==> src/design/wb_defs.svh <==
`ifndef WB_DEFS_SVH
`define WB_DEFS_SVH

// Byte address width on the AXI side
`define WB_ADDR_W 32

// One AXI data beat, also one cache word
`define WB_DATA_W 32

// Words per cache line, sent as one INCR burst
`define WB_BEATS 4

`endif

==> src/design/wb_pkg.sv <==
`include "wb_defs.svh"

package wb_pkg;

    ////////////////////////////////////////
    // Vector types
    ////////////////////////////////////////
    typedef logic [`WB_ADDR_W-1:0]             addr_t;
    typedef logic [`WB_DATA_W-1:0]             word_t;
    // Word 0 sits in the low bits
    typedef logic [`WB_BEATS*`WB_DATA_W-1:0]   line_t;
    typedef logic [$clog2(`WB_BEATS)-1:0]      beat_t;
    // 2'b00 is OKAY
    typedef logic [1:0]                        resp_t;

    ////////////////////////////////////////
    // Write-back controller states
    ////////////////////////////////////////
    typedef enum logic [2:0] {
        IDLE,
        SEND_ADDR,
        SEND_DATA,
        WAIT_RESP,
        RELEASE
    } wb_state_e;

endpackage

==> src/design/wb_line_if.sv <==
interface wb_line_if;

    // Held line, owned by the victim buffer
    logic           job_valid;
    logic           job_dirty;
    wb_pkg::addr_t  job_addr;
    wb_pkg::word_t  beat_data;

    // Beat select and release, owned by the controller
    wb_pkg::beat_t  beat;
    logic           job_done;

    modport buffer (
        output job_valid,
        output job_dirty,
        output job_addr,
        output beat_data,
        input  beat,
        input  job_done
    );

    modport ctrl (
        input  job_valid,
        input  job_dirty,
        input  job_addr,
        input  beat_data,
        output beat,
        output job_done
    );

endinterface

==> src/design/dcache_writeback.sv <==
module dcache_writeback (
    input  logic           clk,
    input  logic           rstn,
    // Eviction request from the cache
    input  logic           evict_valid,
    output logic           evict_ready,
    input  wb_pkg::addr_t  evict_addr,
    input  logic           evict_dirty,
    input  wb_pkg::line_t  evict_line,
    // AXI write address
    output logic           awvalid,
    input  logic           awready,
    output wb_pkg::addr_t  awaddr,
    // AXI write data
    output logic           wvalid,
    input  logic           wready,
    output wb_pkg::word_t  wdata,
    output logic           wlast,
    // AXI write response
    input  logic           bvalid,
    output logic           bready,
    input  wb_pkg::resp_t  bresp,
    // Completion
    output logic           evict_done,
    output logic           evict_err
);

    wb_line_if line_if ();

    victim_buffer buffer_i (
        .clk         (clk),
        .rstn        (rstn),
        .evict_valid (evict_valid),
        .evict_ready (evict_ready),
        .evict_addr  (evict_addr),
        .evict_dirty (evict_dirty),
        .evict_line  (evict_line),
        .line        (line_if.buffer)
    );

    writeback_ctrl ctrl_i (
        .clk        (clk),
        .rstn       (rstn),
        .line       (line_if.ctrl),
        .awvalid    (awvalid),
        .awready    (awready),
        .awaddr     (awaddr),
        .wvalid     (wvalid),
        .wready     (wready),
        .wdata      (wdata),
        .wlast      (wlast),
        .bvalid     (bvalid),
        .bready     (bready),
        .bresp      (bresp),
        .evict_done (evict_done),
        .evict_err  (evict_err)
    );

endmodule

==> src/design/victim_buffer.sv <==
`include "wb_defs.svh"

module victim_buffer (
    input  logic           clk,
    input  logic           rstn,
    input  logic           evict_valid,
    output logic           evict_ready,
    input  wb_pkg::addr_t  evict_addr,
    input  logic           evict_dirty,
    input  wb_pkg::line_t  evict_line,
    wb_line_if.buffer      line
);

    // Byte offset bits inside one line
    localparam int OFFS_W = $clog2(`WB_BEATS * `WB_DATA_W / 8);

    logic           held;
    logic           accept;
    wb_pkg::addr_t  addr_q;
    logic           dirty_q;
    wb_pkg::line_t  line_q;

    // Only one line in flight
    assign evict_ready = !held;
    assign accept      = evict_valid && evict_ready;

    ////////////////////////////////////////
    // Occupancy
    ////////////////////////////////////////
    always_ff @(posedge clk or negedge rstn) begin
        if (!rstn) begin
            held <= 1'b0;
        end else if (accept) begin
            held <= 1'b1;
        end else if (line.job_done) begin
            held <= 1'b0;
        end
    end

    ////////////////////////////////////////
    // Line storage
    ////////////////////////////////////////
    always_ff @(posedge clk) begin
        if (accept) begin
            // Align to the start of the line
            addr_q  <= {evict_addr[`WB_ADDR_W-1:OFFS_W], {OFFS_W{1'b0}}};
            dirty_q <= evict_dirty;
            line_q  <= evict_line;
        end
    end

    assign line.job_valid = held;
    assign line.job_dirty = dirty_q;
    assign line.job_addr  = addr_q;

    // Word mux by beat index
    assign line.beat_data = line_q[line.beat*`WB_DATA_W +: `WB_DATA_W];

    ////////////////////////////////////////
    // Checks
    ////////////////////////////////////////
    // Cache keeps a waiting request steady until it is taken
    a_evict_req_held: assert property (
        @(posedge clk) disable iff (!rstn)
        evict_valid && !evict_ready |=> evict_valid && $stable(evict_addr)
            && $stable(evict_dirty) && $stable(evict_line)
    );

    // Controller must not release a buffer that holds nothing
    a_done_only_when_held: assert property (
        @(posedge clk) disable iff (!rstn)
        line.job_done |-> line.job_valid
    );

endmodule

==> src/design/writeback_ctrl.sv <==
`include "wb_defs.svh"

module writeback_ctrl (
    input  logic           clk,
    input  logic           rstn,
    wb_line_if.ctrl        line,
    // AXI write address
    output logic           awvalid,
    input  logic           awready,
    output wb_pkg::addr_t  awaddr,
    // AXI write data
    output logic           wvalid,
    input  logic           wready,
    output wb_pkg::word_t  wdata,
    output logic           wlast,
    // AXI write response
    input  logic           bvalid,
    output logic           bready,
    input  wb_pkg::resp_t  bresp,
    // Completion
    output logic           evict_done,
    output logic           evict_err
);

    localparam wb_pkg::beat_t LAST_BEAT = wb_pkg::beat_t'(`WB_BEATS - 1);

    wb_pkg::wb_state_e  state;
    wb_pkg::wb_state_e  state_nxt;
    wb_pkg::beat_t      beat_q;
    wb_pkg::resp_t      resp_q;
    logic               aw_fire;
    logic               w_fire;
    logic               b_fire;

    assign aw_fire = awvalid && awready;
    assign w_fire  = wvalid && wready;
    assign b_fire  = bvalid && bready;

    ////////////////////////////////////////
    // State register
    ////////////////////////////////////////
    always_ff @(posedge clk or negedge rstn) begin
        if (!rstn) begin
            state <= wb_pkg::IDLE;
        end else begin
            state <= state_nxt;
        end
    end

    always_comb begin
        state_nxt = state;
        case (state)
            wb_pkg::IDLE: begin
                // Clean lines skip the bus entirely
                if (line.job_valid) begin
                    state_nxt = line.job_dirty ? wb_pkg::SEND_ADDR : wb_pkg::RELEASE;
                end
            end
            wb_pkg::SEND_ADDR: begin
                if (aw_fire) begin
                    state_nxt = wb_pkg::SEND_DATA;
                end
            end
            wb_pkg::SEND_DATA: begin
                if (w_fire && beat_q == LAST_BEAT) begin
                    state_nxt = wb_pkg::WAIT_RESP;
                end
            end
            wb_pkg::WAIT_RESP: begin
                if (b_fire) begin
                    state_nxt = wb_pkg::RELEASE;
                end
            end
            wb_pkg::RELEASE: begin
                state_nxt = wb_pkg::IDLE;
            end
            default: begin
                state_nxt = wb_pkg::IDLE;
            end
        endcase
    end

    ////////////////////////////////////////
    // Beat counter and response latch
    ////////////////////////////////////////
    always_ff @(posedge clk or negedge rstn) begin
        if (!rstn) begin
            beat_q <= '0;
            resp_q <= '0;
        end else begin
            if (state == wb_pkg::IDLE) begin
                beat_q <= '0;
                resp_q <= '0;
            end else if (w_fire) begin
                beat_q <= beat_q + 1'b1;
            end
            if (b_fire) begin
                resp_q <= bresp;
            end
        end
    end

    // Channel valids straight from the state
    assign awvalid = (state == wb_pkg::SEND_ADDR);
    assign wvalid  = (state == wb_pkg::SEND_DATA);
    assign wlast   = wvalid && (beat_q == LAST_BEAT);
    assign bready  = (state == wb_pkg::WAIT_RESP);

    // Payload comes from the held buffer registers
    assign awaddr    = line.job_addr;
    assign wdata     = line.beat_data;
    assign line.beat = beat_q;

    assign line.job_done = (state == wb_pkg::RELEASE);
    assign evict_done    = line.job_done;
    assign evict_err     = evict_done && (resp_q != '0);

    ////////////////////////////////////////
    // Checks
    ////////////////////////////////////////
    // Buffer payload must not move during a W stall
    a_w_held: assert property (
        @(posedge clk) disable iff (!rstn)
        wvalid && !wready |=> wvalid && $stable(wdata) && $stable(wlast)
    );

    a_awvalid_held: assert property (
        @(posedge clk) disable iff (!rstn)
        awvalid && !awready |=> awvalid && $stable(awaddr)
    );

endmodule

==> config.mk <==
export PLATFORM = sky130hd
export DESIGN_NAME = dcache_writeback
export DESIGN_NICKNAME = d
export VERILOG_FILES = /design/src/design/wb_pkg.sv /design/src/design/wb_line_if.sv /design/src/design/dcache_writeback.sv /design/src/design/victim_buffer.sv /design/src/design/writeback_ctrl.sv
export VERILOG_INCLUDE_DIRS = /design/src /design/src/design
export SDC_FILE = /design/constraint.sdc
export NUM_CORES = 1
export LEC_CHECK = 0
export ABC_AREA = 0
export BUFFER_PORTS_ARGS = -buffer_cell sky130_fd_sc_hd__buf_2
export CORE_MARGIN = 2
export CORE_UTILIZATION = 45
export DETAILED_ROUTE_END_ITERATION = 10
export GPL_ROUTABILITY_DRIVEN = 0
export PLACE_DENSITY_LB_ADDON = 0.08
export SYNTH_ARGS = -nofsm -noshare
export SYNTH_HDL_FRONTEND = slang
export SYNTH_HIERARCHICAL = 1
export SYNTH_SLANG_ARGS = --single-unit
==> constraint.sdc <==
create_clock -name clk -period 10.6 [get_ports clk]
set_clock_uncertainty 0.15 [all_clocks]
set_input_delay 0.53 -clock clk [delete_from_list [all_inputs] [get_ports clk]]
set_output_delay 0.53 -clock clk [all_outputs]
set_load 0.05 [all_outputs]
======== Word level (Yosys, flattened, before mapping) ========
Index checks and enable logic that the tools add are counted.
storage, ports and cells
  bits in registers ....................... 165
  bits of input ports ..................... 169
  output and inout bits ................... 71
  word-level logic and storage cells ...... 44
operators by class
  add/subtract/negate cells ............... 1
  eq/ne operators ......................... 9
  shifts and indexed selects .............. 1
  multiplexer cells ....................... 12
  reduce and logical (&&, ||, !) cells .... 14
operator list
  operator             count
  $shiftx 128x8->32    1
  $mux 3               5
  $pmux 3 s4           1
  $mux 2               4
  $ne 2x2->1 const B   4
  $reduce_bool 2->1    4
  $logic_and 1x1->1    7
  $eq 3x2->1 const B   2
  $reduce_and 4->1     1
  $eq 3x1->1 const B   1
  $eq 3x3->1 const B   1
  $logic_not 3->1      1
  $add 2x1->2 const B  1
  $eq 2x2->1 const B   1
  $mux 1               2
  $logic_not 1->1      1

======== Logic depth before layout (Yosys ltp) ========
  depth in word-level cells ............... 5
  gate-level depth with buffers ........... 4
  depth with buffers taken out ............ 4

======== Hierarchy ========
Netlist, hierarchy kept.
modules (own cells, without submodules)
  module          instances  cells an instance  area each (um2)  seq. area each (um2)
  victim_buffer   1          205                5,605.4          4,739.5
  writeback_ctrl  1          109                920.9            175.2

======== Worst setup path before layout ========
No wires, ideal clock.
  kind .................................... register to register
  start point ............................. register buffer_i.held (netlist: buffer_i/line.job_valid)
  end point ............................... register buffer_i.held (netlist: buffer_i/line.job_valid)
  setup time .............................. 0.120 ns
  arrival time ............................ 7.977 ns
  required time ........................... 10.330 ns
  setup slack ............................. 2.353 ns
  cell stages (with the launch flop) ...... 3
  path buffers ............................ 0
  period minus slack after synthesis ...... 8.247 ns
  path through ............................ dfrtp_1 nor2b_1 o21bai_1
between the ends
  cells in the longest elaborated chain, start to end .. 3
  elaborated cells on any way between the ends .. 4
  those cells by class .................... mux: 1; reduce/logical: 3
RTL lines
  what                                                line                 source
  start, declared                                     victim_buffer.sv:17  logic held;
  start signal, assigned                              victim_buffer.sv:32  held <= 1'b0;
  start signal, assigned                              victim_buffer.sv:34  held <= 1'b1;
  start signal, assigned                              victim_buffer.sv:36  held <= 1'b0;
  $logic_not 1->1 *                                   victim_buffer.sv:24  assign evict_ready = !held;
  $logic_and 1x1->1 *                                 victim_buffer.sv:25  assign accept = evict_valid && evict_ready;
  net buffer_i.accept                                 victim_buffer.sv:18  logic accept;
  $mux 1 / $reduce_bool 2->1 (equally long branches)  n/a
Mark *: on every way through the listed nets, which the timed path passes. The rest lies on a longest branch.
A chain may end at the register's enable or synchronous reset.

======== Worst setup path in the final report ========
  start point ............................. register ctrl_i.beat_q[0] (netlist: ctrl_i/line.beat[0])
  end point ............................... output wdata[1]
between the ends
  cells in the longest elaborated chain, start to end .. 1
RTL lines
  what                    line                    source
  start, declared         writeback_ctrl.sv:29    wb_pkg::beat_t beat_q;
  start signal, assigned  writeback_ctrl.sv:95    beat_q <= beat_q + 1'b1;
  $shiftx 128x8->32       victim_buffer.sv:57     assign line.beat_data = line_q[line.beat*`WB_DATA_W +: `WB_DATA_W];
  end, declared           dcache_writeback.sv:17  output wb_pkg::word_t wdata,
No other way between the ends.

==> key figures <==
Worst setup path
  • Arr. time, crit path: 2.45 ns
  • Worst Path Max Fanout: 18
  • Critical path data required time: roughly 9.9 ns
  • Setup Crit Path Kind: reg -> out
  • CP Capture Type: primary output
  • Worst setup SP type: flip-flop

Layout
  • Layout cell share with drive strength beyond 1: about 60%
  • Commonest non-fill, non-tap cell in the layout: buf_2
  • Commonest cells after routing, fill and taps aside: buf_2 (231), edfxtp_1 (157), mux4_2 (30)
  • Final #Nets: roughly 660
  • Synthesis-to-finish area growth: 22.5%
  • Fin util: 55.6%
  • ANT cells: 0

Global routing
  • Largest net degree at the start of global routing: 82
  • First-pass GRT wire length: approximately 18 mm
  • Gr usage total: 15.8%
  • Grt ovf: 0
  • Initial antenna violation count: 1
  • Vias in the first global route: 3434

Yosys
  • Flops & latches, synth: 165
  • Synthesized area per cell: 20.8 µm²
  • Seq/Total Area, Yosys: 75.3%
  • Mapped Cells: about 310
  • Primary FF master, synth: edfxtp_1
  • Netlist cell types: 32
  • Number of flops mapped to enable cells by yosys: 157
  • Mapped Area: 0.00653 mm²
  • Async set-reset flop share out of synthesis: 4.85%
  • Synth Warn #: 6

Floorplanning
  • IO Count: 240
  • Row count: 44
  • Die height: between 100 and 150 µm
  • Die area: 0.0155 mm²
  • Die X: 124 µm
  • Core Box Area: around 0.014 mm²
  • Initial Utilization: 45.4%

CTS
  • CTS buffer count: 17
  • Root Driver: clkbuf_16
  • CTS Sinks: 165
  • # Post-CTS Setup Buffers: 0
  • Worst-skew pair later-pin latency: 0.41 ns
  • Clock-pin slew on the worst setup and hold paths: 0.06 ns
  • # H-tree levels: 4
  • Clock Path Buffers: 2
  • CTS tree: done

Power and ir drop
  • VDD IR max: ~0.17 mV
  • Switching Fraction: 31.1%
  • Leakage: approximately 3.1 nW
  • Comb power frac: 24.2%
  • Reg power frac: 43.2%
  • NetSw: between 0.0006 and 0.0007 W
  • Internal power: 0.00143 W
  • Power per cell area: approximately 260 mW/mm²
  • Clk pwr share: 32.6%

Job
  • Max_cap viols: 0

Status
  • Status: completed

STA
  • Unrepaired setup endpoints after global routing: false
  • Setup TNS: 0 ns
  • Rel. slew slack: 32.4%
  • Final cycle utilization of the critical path: between 20 and 30%
  • Final setup violation count: 0
  • Final hold violations: 0
  • Setup WS post-layout: about 7.5 ns
  • Max Fclk: 0.320 GHz
  • Max Slew Vio Count: 0
  • Worst slew pin tran: 1.01 ns
  • Post-layout minimum cycle time: 3.13 ns

Detailed routing
  • Iteration-0 DRC Markers: 195
  • 1st-pass router iterations: 4
  • Antenna viol nets, final: 0
  • Residual DRC count: 0
  • Total number of vias: 3237
  • Routed vias/inst: 4.69
  • Routed wire length: 11.7 mm
  • Avg WL per Cell: 17.0 µm

Placement
  • Worst slack, placed: 7.83 ns
  • Dpl hpwl: 8.07 mm
  • Port Buffers: between 200 and 250

Hold path
  • Hold Crit Class: in -> reg
## power by group through the flow
stage | Clock (W) | Combinational [W] | Sequential (W)
2_1_floorplan | 0 | 0.000501 | 0.000902
3_3_place_gp | 0 | 0.000502 | 0.000908
3_5_place_dp | 0 | 0.000508 | 0.000913
4_1_cts | 0.000690 | 0.000509 | 0.000900
5_1_grt | 0.000725 | 0.000529 | 0.000912
6_report | 0.000676 | 0.000502 | 0.000897
## final cells by class
cell class / instances / area, µm²
inverter: 4 / 15.0
fill: 1170 / 6370
clock buffer: 22 / 444
timing repair buffer: 235 / 1190
sequential: 165 / 4920
tap: 184 / 230
multi-input combinational: 70 / 995
clock inverter: 10 / 205
## critical path, cell delays in order, from the launching register on
cell and delay [ns]:
dfrtp_2 0.73, buf_4 0.47, mux4_1 0.59, buf_2 0.24
## metrics by stage
step                      hold slack, ns  area [µm²]  std cells  power, W
after global routing               0.101        8000        690   0.00217
after detailed placement           0.245        7340        657   0.00142
after floorplan                   0.0844        6540        317   0.00140
after global placement             0.234        7340        657   0.00141
after CTS                          0.108        8000        690   0.00210
final                              0.135        8000        690   0.00208
## cell usage after synthesis (2+ instances only)
| master | count | area (µm²) |
|---|---|---|
| nor2_1 | 5 | 18.8 |
| edfxtp_1 | 157 | 4710 |
| buf_2 | 4 | 20.0 |
| o22ai_1 | 2 | 12.5 |
| mux4_2 | 30 | 676 |
| a22o_1 | 3 | 26.3 |
| dfrtp_1 | 8 | 200 |
| inv_1 | 4 | 15.0 |
| buf_12 | 3 | 60.1 |
| buf_6 | 2 | 22.5 |
| and3_2 | 2 | 15.0 |
| nor2b_1 | 3 | 18.8 |
| mux4_1 | 2 | 52.6 |
| buf_4 | 69 | 518 |
| nand2_1 | 3 | 11.3 |
## path summary, 6_finish.rpt
kind,from,to,slack [ns],depth (start not counted)
min in group asynchronous,rstn,buffer_i/line.job_valid$_DFFE_PN0P_,0.34,2
max in group asynchronous,rstn,ctrl_i/line.beat[1]$_DFFE_PN0P_,9.76,2
setup reg to reg,ctrl_i/line.beat[1]$_DFFE_PN0P_,ctrl_i/state[0]$_DFFE_PN0P_,8.66,4
hold / removal,evict_line[48],buffer_i/line_q[48]$_DFFE_PP_,0.13,1
setup / recovery,ctrl_i/line.beat[0]$_DFFE_PN0P_,wdata[1],7.47,3
hold reg to reg,ctrl_i/resp_q[1]$_DFFE_PN0P_,ctrl_i/resp_q[1]$_DFFE_PN0P_,0.36,1
## cell families after synthesis
| kind of cell | Yosys count | share of synthesized area, % |
|---|---|---|
| buffers and inverters | 82 | 9.74 |
| other | 1 | 0.0575 |
| adders and majority gates | 1 | 0.192 |
| muxes | 32 | 11.2 |
| and+or+nand+nor | 18 | 1.78 |
| AOI/OAI and AO/OA | 15 | 1.76 |
| DFF | 165 | 75.3 |
## flip-flops by register name, summed over array words and instances, names as in the netlist
| signal | flops |
|---|---|
| buffer_i/line.job_addr | 28 |
| buffer_i/line.job_dirty | 1 |
| buffer_i/line.job_valid | 1 |
| buffer_i/line_q | 128 |
| ctrl_i/line.beat | 2 |
| ctrl_i/resp_q | 2 |
| ctrl_i/state | 3 |
## metal layers
metal	global-route usage, %	share of wire (%)
met1	18.8	41
met2	25.9	50
met3	5.84	6.9
met4	7.27	2.2
met5	0	0.11
## what timing repair did
| item | CTS | global route |
|---|---|---|
| hold buffers | 1 | 0 |
| endpoints found under the hold margin | 8 | 0 |
| gates resized for setup | 0 | 0 |
No activity file was read; power rests on OpenSTA's default activity.
